[config.mk]
export PLATFORM = sky130hd
export DESIGN_NAME = codeLock
export DESIGN_NICKNAME = d
export VERILOG_FILES = /design/src/design/codeLockPkg.sv /design/src/design/panelIf.sv /design/src/design/codeChecker.sv /design/src/design/codeLock.sv /design/src/design/digitEntry.sv /design/src/design/segmentScanner.sv
export SDC_FILE = /design/constraint.sdc
export NUM_CORES = 1
export LEC_CHECK = 0
export BUFFER_PORTS_ARGS = -buffer_cell sky130_fd_sc_hd__buf_2
export CAP_MARGIN = 40
export CORE_ASPECT_RATIO = 0.6
export CORE_MARGIN = 1
export CORE_UTILIZATION = 50
export DETAILED_ROUTE_END_ITERATION = 12
export PLACE_DENSITY = 0.78
export SKIP_CTS_REPAIR_TIMING = 1
export SKIP_LAST_GASP = 1
export SLEW_MARGIN = 20
export SYNTH_ARGS = -nofsm -noshare
export SYNTH_HDL_FRONTEND = slang
export SYNTH_SLANG_ARGS = --single-unit
export TNS_END_PERCENT = 1
[constraint.sdc]
create_clock -name CLK -period 5.7 [get_ports CLK]
set_clock_uncertainty 0.05 [all_clocks]
set_input_delay 1.425 -clock CLK [delete_from_list [all_inputs] [get_ports CLK]]
set_output_delay 1.425 -clock CLK [all_outputs]
set_load 0.01 [all_outputs]
[src/design/codeLockPkg.sv]
package codeLockPkg;

	// keypad values, strobed in by the top level
	typedef enum logic [3:0]
	{
		keyD0 = 4'h0,
		keyD1 = 4'h1,
		keyD2 = 4'h2,
		keyD3 = 4'h3,
		keyD4 = 4'h4,
		keyD5 = 4'h5,
		keyD6 = 4'h6,
		keyD7 = 4'h7,
		keyD8 = 4'h8,
		keyD9 = 4'h9,
		keyClear = 4'hA,
		keyEnter = 4'hB,
		keyRsvC = 4'hC, // C to F do nothing
		keyRsvD = 4'hD,
		keyRsvE = 4'hE,
		keyRsvF = 4'hF
	} keyCode;

	// lock status as seen by the display
	typedef enum logic [1:0]
	{
		vEntering = 2'd0,
		vPassed = 2'd1,
		vLockedOut = 2'd2
	} verdict;

	localparam int CODE_DIGITS = 3; // digits per code
	localparam int MAX_TRIES = 6; // wrong tries before lockout

	// segment patterns, active high, bit 7 is dp (never lit)
	localparam logic [7:0] GLYPH_DIGIT [16] = '{
		8'h3f, 8'h06, 8'h5b, 8'h4f, // 0 1 2 3
		8'h66, 8'h6d, 8'h7d, 8'h07, // 4 5 6 7
		8'h7f, 8'h6f, 8'h77, 8'h7c, // 8 9 A b
		8'h39, 8'h5e, 8'h79, 8'h71 // C d E F
	};

	localparam logic [7:0] GLYPH_P = 8'h73;
	localparam logic [7:0] GLYPH_A = 8'h77;
	localparam logic [7:0] GLYPH_S = 8'h6d;
	localparam logic [7:0] GLYPH_DASH = 8'h40; // middle bar only
	localparam logic [7:0] GLYPH_BLANK = 8'h00;

	// hex value to its glyph
	function automatic logic [7:0] segmentOf(input logic [3:0] value);
		return GLYPH_DIGIT[value];
	endfunction

endpackage

[src/design/panelIf.sv]
`timescale 1ns/100ps

// display content from the check stage to the scan stage, level held
interface panelIf;

	logic [11:0] shownCode; // typed digits, latest in nibble 0
	logic [1:0] digitCount; // how many nibbles are valid
	logic [3:0] tries; // wrong tries so far
	codeLockPkg::verdict state;

	modport checkStage
	(
		output shownCode,
		output digitCount,
		output tries,
		output state
	);

	modport scanner
	(
		input shownCode,
		input digitCount,
		input tries,
		input state
	);

endinterface

[src/design/codeChecker.sv]
`timescale 1ns/100ps

module codeChecker
(
	input logic CLK,
	input logic rstN,
	input logic [11:0] code,
	input logic [1:0] digitCount,
	input logic submit,
	input logic [11:0] secret,
	panelIf.checkStage panel
);

	codeLockPkg::verdict state;
	codeLockPkg::verdict nextState;
	logic [3:0] tries;
	logic [3:0] nextTries;
	logic codeMatch;

	assign codeMatch = (code == secret);

	always_comb
	begin
		nextState = state;
		nextTries = tries;
		case (state)
			codeLockPkg::vEntering:
			begin
				if (submit)
				begin
					if (codeMatch)
					begin
						nextState = codeLockPkg::vPassed;
					end
					else
					begin
						nextTries = tries + 4'd1;
						if (nextTries == 4'(codeLockPkg::MAX_TRIES))
						begin
							nextState = codeLockPkg::vLockedOut;
						end
					end
				end
			end
			default:
			begin
				nextState = state; // only reset leaves here
			end
		endcase
	end

	always_ff @(posedge CLK or negedge rstN)
	begin
		if (!rstN)
		begin
			state <= codeLockPkg::vEntering;
			tries <= 4'd0;
			panel.digitCount <= 2'd0;
			panel.shownCode <= 12'h000;
		end
		else
		begin
			state <= nextState;
			tries <= nextTries;
			panel.digitCount <= digitCount; // one cycle behind entry
			panel.shownCode <= code;
		end
	end

	assign panel.state = state;
	assign panel.tries = tries;

	assert property (@(posedge CLK) disable iff (!rstN)
		tries <= 4'(codeLockPkg::MAX_TRIES));

	// pass and lockout are sticky until reset
	assert property (@(posedge CLK) disable iff (!rstN)
		state == codeLockPkg::vPassed |=> state == codeLockPkg::vPassed);

	assert property (@(posedge CLK) disable iff (!rstN)
		state == codeLockPkg::vLockedOut |=> state == codeLockPkg::vLockedOut);

endmodule

[src/design/codeLock.sv]
`timescale 1ns/100ps

module codeLock
#(
	parameter int scanBits = 16 // small in simulation
)
(
	input logic CLK,
	input logic rstN,
	input logic keyValid,
	input logic [3:0] key,
	input logic [11:0] secret,
	output logic [7:0] segments,
	output logic [3:0] digitSel
);

	logic [11:0] code;
	logic [1:0] digitCount;
	logic submit;

	panelIf panel();

	digitEntry entry
	(
		.CLK(CLK),
		.rstN(rstN),
		.keyValid(keyValid),
		.key(codeLockPkg::keyCode'(key)),
		.code(code),
		.digitCount(digitCount),
		.submit(submit)
	);

	codeChecker check
	(
		.CLK(CLK),
		.rstN(rstN),
		.code(code),
		.digitCount(digitCount),
		.submit(submit),
		.secret(secret),
		.panel(panel.checkStage)
	);

	segmentScanner #(
		.scanBits(scanBits)
	) scan
	(
		.CLK(CLK),
		.rstN(rstN),
		.panel(panel.scanner),
		.segments(segments),
		.digitSel(digitSel)
	);

endmodule

[src/design/digitEntry.sv]
`timescale 1ns/100ps

module digitEntry
(
	input logic CLK,
	input logic rstN,
	input logic keyValid,
	input codeLockPkg::keyCode key,
	output logic [11:0] code,
	output logic [1:0] digitCount,
	output logic submit
);

	logic digitKey;
	logic roomLeft;
	logic codeFull;
	logic acceptDigit;
	logic acceptEnter;
	logic acceptClear;

	// key decode
	assign digitKey = (key <= codeLockPkg::keyD9);
	assign roomLeft = (digitCount < 2'(codeLockPkg::CODE_DIGITS));
	assign codeFull = (digitCount == 2'(codeLockPkg::CODE_DIGITS));

	assign acceptDigit = keyValid && digitKey && roomLeft; // 4th digit dropped
	assign acceptEnter = keyValid && (key == codeLockPkg::keyEnter) && codeFull;
	assign acceptClear = keyValid && (key == codeLockPkg::keyClear);

	always_ff @(posedge CLK or negedge rstN)
	begin
		if (!rstN)
		begin
			code <= 12'h000;
			digitCount <= 2'd0;
			submit <= 1'b0;
		end
		else
		begin
			submit <= acceptEnter; // one cycle only
			if (acceptClear)
			begin
				code <= 12'h000;
				digitCount <= 2'd0;
			end
			else if (acceptEnter)
			begin
				// code stays put so the checker can compare it while submit is high;
				// with the count at zero none of it is shown
				digitCount <= 2'd0;
			end
			else if (acceptDigit)
			begin
				code <= {code[7:0], key}; // first digit ends up leftmost
				digitCount <= digitCount + 2'd1;
			end
		end
	end

	// count saturates at a full code
	assert property (@(posedge CLK) disable iff (!rstN)
		digitCount <= 2'(codeLockPkg::CODE_DIGITS));

endmodule

[src/design/segmentScanner.sv]
`timescale 1ns/100ps

module segmentScanner
#(
	parameter int scanBits = 16
)
(
	input logic CLK,
	input logic rstN,
	panelIf.scanner panel,
	output logic [7:0] segments,
	output logic [3:0] digitSel
);

	logic [scanBits+1:0] refresh;
	logic [1:0] slot;
	logic [3:0] slotNibble;
	logic [3:0] selNext;
	logic [7:0] slotGlyph;

	assign slot = refresh[scanBits+1:scanBits]; // top two bits pick the digit

	always_comb
	begin
		case (slot)
			2'd0: selNext = 4'b1110;
			2'd1: selNext = 4'b1101;
			2'd2: selNext = 4'b1011;
			default: selNext = 4'b0111;
		endcase
	end

	// digit i shows nibble i, so typed digits sit right-aligned
	always_comb
	begin
		case (slot)
			2'd0: slotNibble = panel.shownCode[3:0];
			2'd1: slotNibble = panel.shownCode[7:4];
			2'd2: slotNibble = panel.shownCode[11:8];
			default: slotNibble = 4'h0;
		endcase
	end

	always_comb
	begin
		slotGlyph = codeLockPkg::GLYPH_BLANK;
		case (panel.state)
			codeLockPkg::vPassed:
			begin
				case (slot)
					2'd3: slotGlyph = codeLockPkg::GLYPH_P;
					2'd2: slotGlyph = codeLockPkg::GLYPH_A;
					default: slotGlyph = codeLockPkg::GLYPH_S;
				endcase
			end
			codeLockPkg::vLockedOut:
			begin
				slotGlyph = codeLockPkg::GLYPH_DASH;
			end
			default:
			begin
				if (slot == 2'd3)
					slotGlyph = codeLockPkg::segmentOf(panel.tries); // status digit
				else if (slot < panel.digitCount)
					slotGlyph = codeLockPkg::segmentOf(slotNibble);
			end
		endcase
	end

	// select and pattern leave together
	always_ff @(posedge CLK or negedge rstN)
	begin
		if (!rstN)
		begin
			refresh <= '0;
			digitSel <= 4'b1110;
			segments <= codeLockPkg::GLYPH_BLANK;
		end
		else
		begin
			refresh <= refresh + 1'b1;
			digitSel <= selNext;
			segments <= slotGlyph;
		end
	end

	assert property (@(posedge CLK) disable iff (!rstN)
		$onehot(~digitSel));

endmodule

# == Word-level counts from Yosys, hierarchy flattened ==
# Memories as Yosys holds them, arrays and structs flattened.
# Index checks and enable logic that the tools add are counted.
# Widths: inputs -> output; s select.
# totals
register_bits,65
rom_bits,256
out_inout_bits,12
inputBits,19
mem_count,2
elab_cells,65
# memory_table
name,depth,word_bits,rd,rd_clocked_by_memory_dff,wr,line_no,text
(no name shown),16,8,1,0,0,codeLockPkg.sv:51,return GLYPH_DIGIT[value];
(no name shown),16,8,1,0,0,codeLockPkg.sv:51,
# classes
add_sub_neg,3
n_bitwise,3
eq_ne,11
reduce_logical,13
n_lt_le_gt_ge,5
muxes,18
# ops
operator,count
$mux 8,6
$mux 12,3
$pmux 4 s3,2
$add 18x1->18 const B,1
$pmux 8 s2,1
$eq 12x12->1,1
$ge 5x5->1 const B,2
$mux 2,5
$not 4->5,2
$pmux 5 s2,1
$eq 2x2->1 const B,4
$eq 4x4->1 const B,2
$reduce_and 3->1,2
$logic_and 1x1->1,5
$add 4x1->4 const B,1
$eq 2x1->1 const B,2
$eq 4x3->1 const B,1
$le 4x4->1 const B,1
$logic_not 2->1,2
$reduce_bool 2->1,2
$reduce_bool 3->1,1
$add 2x1->2 const B,1
$lt 2x2->1,1
$lt 2x2->1 const B,1
3 further kinds,3

# == Depth between registers and ports, before layout ==
# depth
ltp_word,9
mapped_depth,9
depth_no_buf,8

# == By module ==
# A second synthesis with hierarchy kept.
# unflattened
hier_cells,320
hier_area_um2,3429.5
# by_module_without_submodules
mod,instances,seq_area_each_um2,area_each_um2,cells_per_inst
segmentScanner,1,729.4,1793.0,181
codeChecker,1,500.5,832.0,56
digitEntry,1,375.4,804.5,83

# == Worst setup path before layout ==
# No wires, ideal clock.
# synth_path
path_kind,input port to flip-flop
start,in key[1]
end,reg entry.code[3]
n_path_buf,2
required_ns,5.585
path_slack_ns,3.227
cell_stages,5
arrival_time_ns,2.357
setup_time_ns,0.065
cell_sequence,o21ai_0 > and3b_1 > clkbuf_1 > clkbuf_1 > a22o_1
# synth_via
elab_chain_cells,5
elab_cells_between_ends,12
cone_classes,order compare: 1; eq/ne: 3; mux: 1; reduce/logical: 7
# synth_rtl
element,line_no,text
"start, declared",codeLock.sv:11,"input logic [3:0] key,"
$le 4x4->1 or $eq 4x4->1 (tied branches),"digitEntry.sv:22, digitEntry.sv:27",
"$logic_and 1x1->1, on equally long branches (2 in series)","digitEntry.sv:26, digitEntry.sv:27",
$reduce_bool 2->1 (no source line) or $ne 2x2->1 (tied branches),n/a,
$reduce_and 2->1 (no source line),n/a,
"end signal, assigned",digitEntry.sv:54,"code <= {code[7:0], key};"
"end, declared",digitEntry.sv:9,"output logic [11:0] code,"
# Parallel ways exist; a longest one is shown, timed or not.
# A chain may end at the register's enable or synchronous reset.

# == Final worst setup path ==
# layout_path
start,in key[1]
end,reg entry.code[2]
# Same word-level chain as after synthesis.

==> run metrics <==
max-slew violations=0; Reg2Reg Depth=7; status=finished, final reports clean; clock buffer depth=2; most common cell after layout, fill and taps aside=dfrtp_1; Initial DRC Count=116; Layout Area Growth over Synthesis=11.96%; # IOs=31; routed vias/inst=5.348; sequential share of the synthesized area=49.50%; worst min-delay path class=reg -> reg; Worst-Skew Late Latency=0.35 ns; ys async rst share=100.0%; DIE WIDTH=106.0 um; Sw Share=32.26%; Post-route DRC=0; Total GRT Usage=20.03%; Avg Inst Size Synth=11.22 um^2; metal1 wirelength=3144 um; die area=6823 um^2; Worst Tran Pin Value=0.6924 ns; clock power share=27.9%; DR vias=2166; hold path depth=0; Setup crit end kind=flop; CP max stage cell=nor2_1; Placer Congestion=0.8281; Flop pwr share=48.5%; Initial Utilization=52.36%; top-area cell type share of the netlist area=47.07%; Buf+Inv Stages, Crit Path=1; DR top layer=met4; final instance area=3631 um^2; path type of the worst setup path=in -> reg; CP Data Arrival Time=2.95 ns; Comb pwr share=23.6%; Finish-stage setup viols=0; Clock Sinks=64; Routed WL per cell=14.58 um; leading post-synthesis cells by cell area=dfrtp_1 47%, ha_1 7.3%, xor2_1 4.9%; post-synth cell types=51; Post-DP HPWL=4165 um; FF/Latch Area=1605 um^2; leak pwr=1.721 nW; main flop type after synthesis=dfrtp_1; CTS tree=yes; Clock transition at path regs=0.07 ns; CTS Buf Count=9; Fillers=503; row count=22; cells after synthesis=289; Slew HR=53.67%; Max-Cap Viols=0; DRT Pass-1 Iters=4; startpoint class of the critical path=input pin; fmax=0.3615 GHz; yosys synthesis warning count=0; commonest non-fill, non-tap cells in the layout=61 x dfrtp_1, 29 x buf_2, 19 x ha_1; via count of the first global-routing pass=2018; share of layout cells above drive strength 1=18.69%; worst endpoint required time=5.89 ns; CORE AREA=6193 um^2; Final Hold Vio Count=0; RSZ-0062 raised after global routing=no; total gr overflow=0; worst vdd ir=0.0001876 V; Crit path max-delay family=simple AND/OR/NAND/NOR gates; htree depth=3; CP Cell Sequence=buf_2 -> o21ai_0 -> and3b_1 -> nor2_1 -> mux2_2; Synth Cell Area=3243 um^2; routed wl met3=296 um; pin count of the biggest net entering global routing=65; placed cell area=3420 um^2; first-pass GRT wire length=10130 um; fin crit share=48.53%; Critical Path Fanout Max=15; Internal Power=0.8736 mW; nets=354; Post-synth EDFFs=0; peak per-stage delay on the critical path=0.61 ns; IO Port Bufs=29; multi-input logic area=1511 um^2; Cell Pwr Density=355.2 nW/um^2; antenna violations before repair=0; Die H=64.39 um; Synth area leader=dfrtp_1; WL met2=2384 um; fin crit period=2.766 ns; Root Buffer=clkbuf_8; switching power=0.4160 mW; total negative slack=0 ns; Detailed Route WL=5903 um; Detail Route Antenna Nets=0; Post-Syn Nets=327; Crit path depth=5; Antenna diodes=0; Seq cells post-synth=64
cell type report:
type / instances / area share (%)
well taps: 84 / 2.895
repair buffers: 31 / 4.962
inverters: 12 / 1.241
flip-flops and latches: 64 / 44.21
clock buffers: 12 / 4.273
clock inverters: 4 / 0.7926
multi-input cells: 198 / 41.63
power groups by stage:
stage | combinational, mW | sequential (mW) | clock (mW)
floorplan | 0.248 | 0.605 | 0
global placement | 0.290 | 0.628 | 0
detailed placement | 0.300 | 0.636 | 0
CTS | 0.303 | 0.628 | 0.366
global route | 0.343 | 0.639 | 0.388
finish | 0.305 | 0.625 | 0.359
worst reg2reg max path: cells and delay by family (launching register included):
kind	cells	cell delay, ns
AO/OA/AOI/OAI	3	0.54
AND/OR/NAND/NOR	1	0.61
flip-flops	1	0.67
multiplexers	1	0.26
adder cells (fa/ha/maj)	1	0.31
buffers and inverters	1	0.16
synth_stat cells, types with 6 or more instances:
cell / instances
a22o_1: 10
xnor2_1: 17
nor2b_1: 8
nand2_1: 17
xor2_1: 18
dfrtp_1: 61
nand3_1: 11
inv_1: 11
ha_1: 19
clkbuf_1: 7
a21oi_1: 15
nor2_1: 11
nand4_1: 6
mux2i_1: 7
worst paths after layout:
kind / start / endpoint / slack, ns
min in group asynchronous: rstN / scan.refresh[0] / 0.90
worst max-delay path: key[1] / entry.code[2] / 2.93
worst max register to register: scan.refresh[17] / scan.segments[1] / 2.99
worst min-delay path: entry.digitCount[1] / check.panel.digitCount[1] / 0.38
max in group asynchronous: rstN / scan.digitSel[3] / 4.16
worst min register to register: entry.digitCount[1] / check.panel.digitCount[1] / 0.38
routing by layer:
metal  up-vias  GRT usage, %
met2        51         26.47
met4         0         6.771
met5         -             0
li1       1065             -
met1      1040         30.01
met3        10         6.939
flip-flops by register name, summed over array words and instances (netlist names):
register                cells
check.panel.tries           4
entry.submit                1
check.panel.shownCode      12
check.panel.digitCount      2
scan.refresh               18
entry.digitCount            2
entry.code                 12
check.panel.state           2
scan.segments               7
scan.digitSel               4
per-stage QoR:
step	setup WS (ns)	power (mW)	cells	utilization (%)	hold WS, ns
after floorplan	3.227	0.8530	289	-	0.3273
after global placement	2.622	0.9181	388	55.21	0.3552
after detailed placement	2.590	0.9360	388	55.21	0.3575
after CTS	2.964	1.297	404	58.18	0.3858
after global routing	2.744	1.369	405	58.63	0.4094
final	2.934	1.290	405	58.63	0.3782
logic make-up after synthesis:
group | synth area share [%]
adders and majority gates | 7.330
and+or+nand+nor | 12.69
xor gates and xnor gates | 9.452
other | 0.1156
muxes | 3.549
AOI/OAI and AO/OA | 13.46
buffers and inverters | 3.897
DFF | 49.50
Power figures use the tool's default switching activity.
